`src/rtl/echo_pkg.sv`:
```
`default_nettype none

package echo_pkg;

    localparam int FLOW_ID_W    = 4;
    localparam int MAX_FLOW_CNT = 16;   // also the flow FIFO depth.

    localparam int PTR_W        = 12;   // byte offset wraps modulo 4096.

    localparam int MAX_CHUNK    = 64;   // largest single copy, in bytes.
    localparam int LEN_W        = 7;

    typedef logic [FLOW_ID_W-1:0] flow_id_t;

    typedef logic [PTR_W-1:0]     rx_ptr_t;

    typedef logic [LEN_W-1:0]     chunk_len_t;

    typedef enum logic [2:0] {
        ENG_IDLE,
        ENG_LOAD,       // read head and commit for the flow.
        ENG_ISSUE,      // offer the copy request.
        ENG_UPDATE,     // write back the advanced head.
        ENG_REQUEUE
    } engine_state_t;

endpackage

`default_nettype wire

```
`src/rtl/echo_ifs.sv`:
```
`timescale 1ns/1ps
`default_nettype none

// pointer lookup and head write-back between one engine and the table
interface ptr_access_if import echo_pkg::*; ();

    flow_id_t   flow_id;
    logic       upd_val;
    rx_ptr_t    new_head;
    rx_ptr_t    rx_head;
    rx_ptr_t    rx_commit;

    modport engine (
         output flow_id
        ,output upd_val
        ,output new_head
        ,input  rx_head
        ,input  rx_commit
    );

    modport ptr_table (
         input  flow_id
        ,input  upd_val
        ,input  new_head
        ,output rx_head
        ,output rx_commit
    );

endinterface

interface copy_req_if import echo_pkg::*; ();

    logic       val;
    flow_id_t   flow_id;
    rx_ptr_t    offset;
    chunk_len_t len;
    logic       rdy;

    modport src (
         output val
        ,output flow_id
        ,output offset
        ,output len
        ,input  rdy
    );

    modport sink (
         input  val
        ,input  flow_id
        ,input  offset
        ,input  len
        ,output rdy
    );

endinterface

`default_nettype wire

```
`src/rtl/flow_sched.sv`:
```
`timescale 1ns/1ps
`default_nettype none

module flow_sched import echo_pkg::*; #(
    parameter int NUM_ENGINES = 2
) (
     input  logic                       clk
    ,input  logic                       rst

    ,input  logic                       new_flow_val
    ,input  flow_id_t                   new_flow_id

    ,output logic [NUM_ENGINES-1:0]     dispatch_val
    ,output flow_id_t                   dispatch_flow_id
    ,input  logic [NUM_ENGINES-1:0]     idle

    ,input  logic [NUM_ENGINES-1:0]     requeue_val
    ,input  flow_id_t                   requeue_flow_id [NUM_ENGINES]
    ,output logic [NUM_ENGINES-1:0]     requeue_rdy
);
    localparam int FIFO_AW = $clog2(MAX_FLOW_CNT);

    logic               nf_val_q;
    flow_id_t           nf_id_q;

    flow_id_t           fifo_mem [MAX_FLOW_CNT];
    logic [FIFO_AW-1:0] wr_ptr_q;
    logic [FIFO_AW-1:0] rd_ptr_q;
    logic [FIFO_AW:0]   count_q;
    logic               fifo_full;
    logic               fifo_empty;

    logic               push;
    logic               pop;
    flow_id_t           push_id;

    assign fifo_full  = (count_q == (FIFO_AW+1)'(MAX_FLOW_CNT));
    assign fifo_empty = (count_q == '0);

    // new flows win, otherwise the lowest requeueing engine.
    always_comb begin
        requeue_rdy = '0;
        push_id     = nf_id_q;
        if (!nf_val_q && !fifo_full) begin
            for (int i = NUM_ENGINES - 1; i >= 0; i--) begin
                if (requeue_val[i]) begin
                    requeue_rdy    = '0;
                    requeue_rdy[i] = 1'b1;
                    push_id        = requeue_flow_id[i];
                end
            end
        end
    end

    assign push = nf_val_q | (|requeue_rdy);

    always_comb begin
        dispatch_val = '0;
        for (int i = NUM_ENGINES - 1; i >= 0; i--) begin
            if (idle[i] && !fifo_empty) begin
                dispatch_val    = '0;
                dispatch_val[i] = 1'b1;   // lowest idle engine ends up last.
            end
        end
    end

    assign pop              = |dispatch_val;
    assign dispatch_flow_id = fifo_mem[rd_ptr_q];

    always_ff @(posedge clk) begin
        if (rst) begin
            nf_val_q <= 1'b0;
            wr_ptr_q <= '0;
            rd_ptr_q <= '0;
            count_q  <= '0;
        end else begin
            nf_val_q <= new_flow_val;
            if (push) begin
                wr_ptr_q <= (wr_ptr_q == FIFO_AW'(MAX_FLOW_CNT - 1)) ? '0 : wr_ptr_q + 1'b1;
            end
            if (pop) begin
                rd_ptr_q <= (rd_ptr_q == FIFO_AW'(MAX_FLOW_CNT - 1)) ? '0 : rd_ptr_q + 1'b1;
            end
            case ({push, pop})
                2'b10:   count_q <= count_q + 1'b1;
                2'b01:   count_q <= count_q - 1'b1;
                default: count_q <= count_q;
            endcase
        end
    end

    always_ff @(posedge clk) begin
        nf_id_q <= new_flow_id;
        if (push) begin
            fifo_mem[wr_ptr_q] <= push_id;
        end
    end

endmodule

`default_nettype wire

```
`src/rtl/flow_ptr_table.sv`:
```
`timescale 1ns/1ps
`default_nettype none

module flow_ptr_table import echo_pkg::*; #(
    parameter int NUM_ENGINES = 2
) (
     input  logic           clk
    ,input  logic           rst

    ,input  logic           commit_val
    ,input  flow_id_t       commit_flow_id
    ,input  rx_ptr_t        commit_ptr

    ,ptr_access_if.ptr_table ptr [NUM_ENGINES]
);
    rx_ptr_t                head_q   [MAX_FLOW_CNT];
    rx_ptr_t                commit_q [MAX_FLOW_CNT];

    logic [NUM_ENGINES-1:0] upd_val;
    flow_id_t               upd_id   [NUM_ENGINES];
    rx_ptr_t                upd_head [NUM_ENGINES];

    generate
        for (genvar i = 0; i < NUM_ENGINES; i++) begin : g_port
            assign ptr[i].rx_head   = head_q[ptr[i].flow_id];
            assign ptr[i].rx_commit = commit_q[ptr[i].flow_id];

            assign upd_val[i]  = ptr[i].upd_val;
            assign upd_id[i]   = ptr[i].flow_id;
            assign upd_head[i] = ptr[i].new_head;
        end
    endgenerate

    // a flow lives in one engine at a time, so head writes never collide.
    always_ff @(posedge clk) begin
        if (rst) begin
            for (int f = 0; f < MAX_FLOW_CNT; f++) begin
                head_q[f]   <= '0;
                commit_q[f] <= '0;
            end
        end else begin
            for (int e = 0; e < NUM_ENGINES; e++) begin
                if (upd_val[e]) begin
                    head_q[upd_id[e]] <= upd_head[e];
                end
            end
            if (commit_val) begin
                commit_q[commit_flow_id] <= commit_ptr;   // stands in for the rx engine.
            end
        end
    end

endmodule

`default_nettype wire

```
`src/rtl/echo_engine.sv`:
```
`timescale 1ns/1ps
`default_nettype none

module echo_engine import echo_pkg::*; (
     input  logic           clk
    ,input  logic           rst

    ,input  logic           dispatch_val
    ,input  flow_id_t       dispatch_flow_id
    ,output logic           idle

    ,output logic           requeue_val
    ,output flow_id_t       requeue_flow_id
    ,input  logic           requeue_rdy

    ,ptr_access_if.engine   ptr
    ,copy_req_if.src        copy
);
    engine_state_t  state_q;
    engine_state_t  state_d;

    flow_id_t       flow_q;
    rx_ptr_t        head_q;
    chunk_len_t     len_q;

    rx_ptr_t        avail;
    chunk_len_t     len_calc;

    // bytes waiting modulo the buffer size.
    assign avail    = ptr.rx_commit - ptr.rx_head;
    assign len_calc = (avail > rx_ptr_t'(MAX_CHUNK)) ? chunk_len_t'(MAX_CHUNK)
                                                     : chunk_len_t'(avail);

    always_comb begin
        state_d = state_q;
        case (state_q)
            ENG_IDLE: begin
                if (dispatch_val) begin
                    state_d = ENG_LOAD;
                end
            end
            ENG_LOAD: begin
                state_d = (len_calc != '0) ? ENG_ISSUE : ENG_REQUEUE;
            end
            ENG_ISSUE: begin
                if (copy.rdy) begin
                    state_d = ENG_UPDATE;
                end
            end
            ENG_UPDATE: begin
                state_d = ENG_REQUEUE;
            end
            ENG_REQUEUE: begin
                if (requeue_rdy) begin
                    state_d = ENG_IDLE;
                end
            end
            default: state_d = ENG_IDLE;
        endcase
    end

    always_ff @(posedge clk) begin
        if (rst) begin
            state_q <= ENG_IDLE;
        end else begin
            state_q <= state_d;
        end
    end

    always_ff @(posedge clk) begin
        if (state_q == ENG_IDLE && dispatch_val) begin
            flow_q <= dispatch_flow_id;
        end
        if (state_q == ENG_LOAD) begin
            head_q <= ptr.rx_head;
            len_q  <= len_calc;
        end
    end

    assign idle            = (state_q == ENG_IDLE);

    assign ptr.flow_id     = flow_q;
    assign ptr.upd_val     = (state_q == ENG_UPDATE);
    assign ptr.new_head    = head_q + rx_ptr_t'(len_q);

    assign copy.val        = (state_q == ENG_ISSUE);   // payload is held in regs.
    assign copy.flow_id    = flow_q;
    assign copy.offset     = head_q;
    assign copy.len        = len_q;

    assign requeue_val     = (state_q == ENG_REQUEUE);
    assign requeue_flow_id = flow_q;

endmodule

`default_nettype wire

```
`src/rtl/copy_req_arbiter.sv`:
```
`timescale 1ns/1ps
`default_nettype none

module copy_req_arbiter import echo_pkg::*; #(
    parameter int NUM_ENGINES = 2
) (
     input  logic           clk
    ,input  logic           rst

    ,copy_req_if.sink       req [NUM_ENGINES]

    ,output logic           copy_val
    ,output flow_id_t       copy_flow_id
    ,output rx_ptr_t        copy_offset
    ,output chunk_len_t     copy_len
    ,input  logic           copy_rdy
);
    localparam int IDX_W = (NUM_ENGINES > 1) ? $clog2(NUM_ENGINES) : 1;

    logic [NUM_ENGINES-1:0] val_w;
    flow_id_t               fid_w [NUM_ENGINES];
    rx_ptr_t                off_w [NUM_ENGINES];
    chunk_len_t             len_w [NUM_ENGINES];

    logic [IDX_W-1:0]       rr_q;         // first engine to look at.
    logic                   hold_q;       // grant locked while the output waits.
    logic [IDX_W-1:0]       hold_idx_q;
    logic [IDX_W-1:0]       sel_idx;
    logic                   sel_found;
    int unsigned            cand;

    generate
        for (genvar i = 0; i < NUM_ENGINES; i++) begin : g_req
            assign val_w[i]   = req[i].val;
            assign fid_w[i]   = req[i].flow_id;
            assign off_w[i]   = req[i].offset;
            assign len_w[i]   = req[i].len;
            assign req[i].rdy = copy_rdy && (sel_idx == IDX_W'(i));
        end
    endgenerate

    always_comb begin
        sel_idx   = hold_idx_q;
        sel_found = hold_q;
        cand      = 0;
        if (!hold_q) begin
            for (int k = 0; k < NUM_ENGINES; k++) begin
                cand = int'(rr_q) + k;
                if (cand >= NUM_ENGINES) begin
                    cand = cand - NUM_ENGINES;
                end
                if (!sel_found && val_w[cand]) begin
                    sel_found = 1'b1;
                    sel_idx   = IDX_W'(cand);
                end
            end
        end
    end

    assign copy_val     = sel_found && val_w[sel_idx];
    assign copy_flow_id = fid_w[sel_idx];
    assign copy_offset  = off_w[sel_idx];
    assign copy_len     = len_w[sel_idx];

    always_ff @(posedge clk) begin
        if (rst) begin
            rr_q       <= '0;
            hold_q     <= 1'b0;
            hold_idx_q <= '0;
        end else if (copy_val && copy_rdy) begin
            hold_q <= 1'b0;
            rr_q   <= (sel_idx == IDX_W'(NUM_ENGINES - 1)) ? '0 : sel_idx + 1'b1;
        end else if (copy_val) begin
            hold_q     <= 1'b1;
            hold_idx_q <= sel_idx;
        end
    end

endmodule

`default_nettype wire

```
`src/rtl/echo_top.sv`:
```
`timescale 1ns/1ps
`default_nettype none

module echo_top import echo_pkg::*; #(
    parameter int NUM_ENGINES = 2
) (
     input  logic           clk
    ,input  logic           rst

    ,input  logic           new_flow_val
    ,input  flow_id_t       new_flow_id

    ,input  logic           commit_val
    ,input  flow_id_t       commit_flow_id
    ,input  rx_ptr_t        commit_ptr

    ,output logic           copy_val
    ,output flow_id_t       copy_flow_id
    ,output rx_ptr_t        copy_offset
    ,output chunk_len_t     copy_len
    ,input  logic           copy_rdy
);
    logic [NUM_ENGINES-1:0] dispatch_val;
    flow_id_t               dispatch_flow_id;
    logic [NUM_ENGINES-1:0] idle;
    logic [NUM_ENGINES-1:0] requeue_val;
    flow_id_t               requeue_flow_id [NUM_ENGINES];
    logic [NUM_ENGINES-1:0] requeue_rdy;

    ptr_access_if           ptr_if  [NUM_ENGINES] ();
    copy_req_if             copy_if [NUM_ENGINES] ();

    flow_sched #(.NUM_ENGINES(NUM_ENGINES)) i_flow_sched (
         .clk               (clk                )
        ,.rst               (rst                )
        ,.new_flow_val      (new_flow_val       )
        ,.new_flow_id       (new_flow_id        )
        ,.dispatch_val      (dispatch_val       )
        ,.dispatch_flow_id  (dispatch_flow_id   )
        ,.idle              (idle               )
        ,.requeue_val       (requeue_val        )
        ,.requeue_flow_id   (requeue_flow_id    )
        ,.requeue_rdy       (requeue_rdy        )
    );

    flow_ptr_table #(.NUM_ENGINES(NUM_ENGINES)) i_flow_ptr_table (
         .clk               (clk                )
        ,.rst               (rst                )
        ,.commit_val        (commit_val         )
        ,.commit_flow_id    (commit_flow_id     )
        ,.commit_ptr        (commit_ptr         )
        ,.ptr               (ptr_if             )
    );

    generate
        for (genvar i = 0; i < NUM_ENGINES; i++) begin : g_engine
            echo_engine i_echo_engine (
                 .clk               (clk                )
                ,.rst               (rst                )
                ,.dispatch_val      (dispatch_val[i]    )
                ,.dispatch_flow_id  (dispatch_flow_id   )
                ,.idle              (idle[i]            )
                ,.requeue_val       (requeue_val[i]     )
                ,.requeue_flow_id   (requeue_flow_id[i] )
                ,.requeue_rdy       (requeue_rdy[i]     )
                ,.ptr               (ptr_if[i]          )
                ,.copy              (copy_if[i]         )
            );
        end
    endgenerate

    copy_req_arbiter #(.NUM_ENGINES(NUM_ENGINES)) i_copy_req_arbiter (
         .clk               (clk                )
        ,.rst               (rst                )
        ,.req               (copy_if            )
        ,.copy_val          (copy_val           )
        ,.copy_flow_id      (copy_flow_id       )
        ,.copy_offset       (copy_offset        )
        ,.copy_len          (copy_len           )
        ,.copy_rdy          (copy_rdy           )
    );

endmodule

`default_nettype wire

```
`config.mk`:
```
export PLATFORM = sky130hd
export DESIGN_NAME = echo_top
export DESIGN_NICKNAME = d
export VERILOG_FILES = /design/src/rtl/echo_pkg.sv /design/src/rtl/echo_ifs.sv /design/src/rtl/flow_sched.sv /design/src/rtl/flow_ptr_table.sv /design/src/rtl/echo_engine.sv /design/src/rtl/copy_req_arbiter.sv /design/src/rtl/echo_top.sv
export SDC_FILE = /design/constraint.sdc
export NUM_CORES = 1
export LEC_CHECK = 0
export BUFFER_PORTS_ARGS = -buffer_cell sky130_fd_sc_hd__buf_2
export CAP_MARGIN = 20
export CORE_UTILIZATION = 50
export DETAILED_ROUTE_END_ITERATION = 12
export PLACE_DENSITY = 0.77
export SLEW_MARGIN = 30
export SYNTH_ARGS = -nofsm -noshare
export SYNTH_HDL_FRONTEND = slang
export SYNTH_SLANG_ARGS = --single-unit
```
`constraint.sdc`:
```
create_clock -name clk -period 12.55 [get_ports clk]
set_input_delay 1.8825 -clock clk [delete_from_list [all_inputs] [get_ports clk]]
set_output_delay 1.8825 -clock clk [all_outputs]
set_load 0.03 [all_outputs]
```
==> results by group <==
Global routing
  – First-pass GRT wire length: 124,000 um
  – Vias in the first global route: slightly below 20,000
  – Initial antenna violation count: 3
  – Largest net degree at the start of global routing: 67
  – All-Layer GR Usage: 28.3%
  – GRT overflow: 0

Placed design
  – Final GP Congestion: 0.930
  – IO buf count: 48
  – Setup WS pre-CTS: about 6500 ps
  – HPWL after DPL: 54,100 um
  – Placed Instances: 2,758
  – Area after DPL: 29,900 um^2

Detailed routing
  – Via count: 19,500
  – DRC viols: 0
  – Initial DRT Pass Iterations: 6
  – DRT Wirelength: 83,300 um
  – 1st-iter DRT viols: 3,439
  – Vias per cell: 6.81
  – WL/cell: 29.1 um
  – Routed Antenna Nets: 0

Critical path
  – Critical Path RT: 12,990 ps
  – CP bufs+invs: 3
  – Setup CP Type: flop to flop
  – Crit path depth: 15
  – Critical Path Source Type: flop
  – Worst path cell trace: buf_16, buf_6, mux4_2, mux4_2, inv_1, ha_1, fa_1, nand2b_1, a21oi_1, o31a_1, nand3b_1, a2111oi_0, a21oi_1, a2111oi_1, nor2b_1
  – Reg2reg setup slack: 6860 ps
  – CP max stage delay: 730 ps
  – Critical Path End Type: flop
  – Crit path max fanout: 52
  – R2R depth: 15
  – Terminus of the critical flop-to-flop path: g_engine[1].i_echo_engine.copy.len[0]$_DFFE_PN_
  – WP data arrival: 6130 ps
  – CP top delay family: compound AO/OA/AOI/OAI gates
  – Worst setup endpoint: g_engine[1].i_echo_engine.copy.len[0]$_DFFE_PN_
  – Slowest-stage cell, CP: a2111oi_1

Power
  – Cell leakage power: around 11 nW
  – Share of power burned in registers: 28.2%
  – Sw Ratio: 41.0%
  – Comb pwr share: approximately half
  – VDD IR max: approximately 230 uV
  – Clk pwr share: 20.8%
  – Net Sw Power: 3.47 mW
  – Power Density: 265 nW/um^2
  – Internal power: between 4 and 5 mW

Clock network
  – Post-CTS Setup Inserts: 0
  – CTS tree: built
  – Clock-pin slew on the worst setup and hold paths: 60 ps
  – CTS buffer count: 53
  – Clock Latency Late Sink: 630 ps
  – Root Buffer: clkbuf_16
  – Resized Gates After CTS: 0
  – Clk sinks: around 530
  – Hold_buf cts: 0
  – CTS max path bufs: 3
  – Depth of the CTS H-tree: 2

Finish
  – Layout cells sized above 1: 24.8%
  – Area grow syn2layout: 10.5%
  – Layout Nets: 2,133
  – Layout Cells excl Fill: 2,860
  – Core Util, Final: 56.3%
  – Final Cell Area: 31,900 um^2

Synthesis
  – Post-synth top cells: edfxtp_1, mux4_2, and2_1
  – Syn Inst Count: a little over 2,000
  – Mapped Nets: approximately 2,100
  – Synth Warn #: 0
  – Most common cell in the netlist: edfxtp_1
  – Number of synthesized flops with an enable pin: between 400 and 500
  – Area share of the largest cell type after synthesis: 51.4%
  – Cell Area, Synth: 28,900 um^2
  – Syn_area_per_cell: 14.0 um^2
  – Yosys cell types: 58
  – Flops & latches, synth: 533
  – Async SR Flop Fraction: 0%
  – Biggest area consumer among synthesized cells: edfxtp_1
  – Dominant synthesized flop cell: edfxtp_1
  – Register area share after synthesis: between 50 and 60%
  – Top post-synthesis cells by area: edfxtp_1, mux4_2, and2_1

STA
  – Total Neg Setup Slack: 0 ps
  – Worst-Margin Slew: 965 ps
  – Setup ws final: a little under 7000 ps
  – F_max: 0.176 GHz
  – RSZ-0062 raised after global routing: no
  – Final hold violations: 0
  – Tcrit/Tclk final: between 40% and 50%
  – Slew Viols, Final: 0
  – Final Critical Period: 5690 ps
  – Final setup violation count: 0
  – Max transition margin: 34.8%
  – Post-route clock skew: 47.2 ps

Floorplanning
  – Die Wd: 242 um
  – Starting Density: 50.9%
  – IO Pins: roughly 50
  – Die Area: 58,700 um^2
  – Core outline area: 56,700 um^2
  – Num rows: 87
  – Vert. Die Dim: 242 um

Worst hold path
  – Worst min-delay path class: flop to flop

Flow run
  – Max Cap Violations: 0

Run status
  – Status: completed
worst register-to-register path, stage by stage, from the launching register on:
cell	delay (ps)
dfxtp_4	570
buf_16	310
buf_6	650
mux4_2	670
mux4_2	490
inv_1	120
ha_1	230
fa_1	230
nand2b_1	160
a21oi_1	130
o31a_1	290
nand3b_1	160
a2111oi_0	420
a21oi_1	120
a2111oi_1	730
nor2b_1	230
routing by layer:
| layer | vias up | global-route usage [%] | routed length, um |
|---|---|---|---|
| met4 | 4 | 14.4 | 5060 |
| met2 | 1411 | 44.4 | 38600 |
| met5 | - | 0 | 33 |
| met1 | 9677 | 37.1 | 29800 |
| met3 | 296 | 6.51 | 9840 |
| li1 | 8081 | - | - |
cell usage in the layout (no fill, tap or decap), drive strengths merged, types with 24 or more instances in the layout:
master  count
o21ai     139
nor2       98
xor2       24
mux4      258
edfxtp    494
nor3       27
ha         45
and2      198
dfxtp      39
clkbuf     56
buf       101
mux2       26
nand3     127
a21oi      35
inv        51
nand2      76
o22ai      81
clkinv     25
registers in the layout, indices dropped and copies added (netlist names), 4 cells and up, named ones only:
name / count
g_engine.i_echo_engine.copy.len: 14
i_flow_sched.fifo_mem: 64
i_flow_ptr_table.commit_q: 192
i_flow_sched.rd_ptr_q: 4
i_flow_sched.nf_id_q: 4
i_flow_sched.count_q: 5
i_flow_sched.wr_ptr_q: 4
g_engine.i_echo_engine.copy.flow_id: 8
g_engine.i_echo_engine.state_q: 6
g_engine.i_echo_engine.copy.offset: 24
i_flow_ptr_table.head_q: 192
worst min-delay path by stage:
| stage | to | depth (start not counted) | startpoint | slack [ps] |
|---|---|---|---|---|
| 6_report | i_flow_sched.count_q[4]$_SDFFE_PP0P_ | 2 | i_flow_sched.count_q[4]$_SDFFE_PP0P_ | 530 |
| 5_1_grt | i_flow_sched.count_q[4]$_SDFFE_PP0P_ | 2 | i_flow_sched.count_q[4]$_SDFFE_PP0P_ | 570 |
| 4_1_cts | i_flow_sched.count_q[4]$_SDFFE_PP0P_ | 2 | i_flow_sched.count_q[4]$_SDFFE_PP0P_ | 520 |
| 3_5_place_dp | i_flow_sched.count_q[4]$_SDFFE_PP0P_ | 2 | i_flow_sched.count_q[4]$_SDFFE_PP0P_ | 510 |
| 3_3_place_gp | i_flow_sched.wr_ptr_q[1]$_SDFFE_PP0P_ | 2 | i_flow_sched.wr_ptr_q[1]$_SDFFE_PP0P_ | 490 |
| 2_1_floorplan | flop | 2 | i_flow_sched.rd_ptr_q[3]$_SDFFE_PP0N_ | 470 |
power by group through the flow:
stage | registers [mW] | logic, mW | clock network, mW
final | 2.38 | 4.31 | 1.76
after global routing | 2.41 | 4.57 | 1.83
after CTS | 2.41 | 4.20 | 1.77
after detailed placement | 2.45 | 4.16 | 0
after global placement | 2.43 | 4.08 | 0
after floorplan | 2.26 | 3.12 | 0
final cells by class:
type                            instances  area, um^2
Fill cell                            4332       24800
Sequential cell                       533       15600
Multi-Input combinational cell       1320       12500
Clock buffer                           56        1340
Tap cell                              756         946
Timing Repair Buffer                  101         693
Clock inverter                         43         602
Inverter                               49         184
Antenna cell                            2        5.00
kinds of logic after synthesis:
group                      after synthesis  share of synthesized area [%]
AOI/OAI and AO/OA                      316                           6.45
adders and majority gates               50                           2.30
DFF                                    533                           54.1
buffers and inverters                  216                           2.87
and+or+nand+nor                        618                           11.4
muxes                                  293                           21.5
xor gates and xnor gates                43                           1.40
per-stage QoR:
| step | hold WS [ps] | total power [mW] |
|---|---|---|
| finish | 530 | 8.46 |
| global route | 566 | 8.81 |
| CTS | 525 | 8.38 |
| detailed placement | 510 | 6.61 |
| global placement | 493 | 6.51 |
| floorplan | 473 | 5.38 |
(Power assumes the default switching activity.)
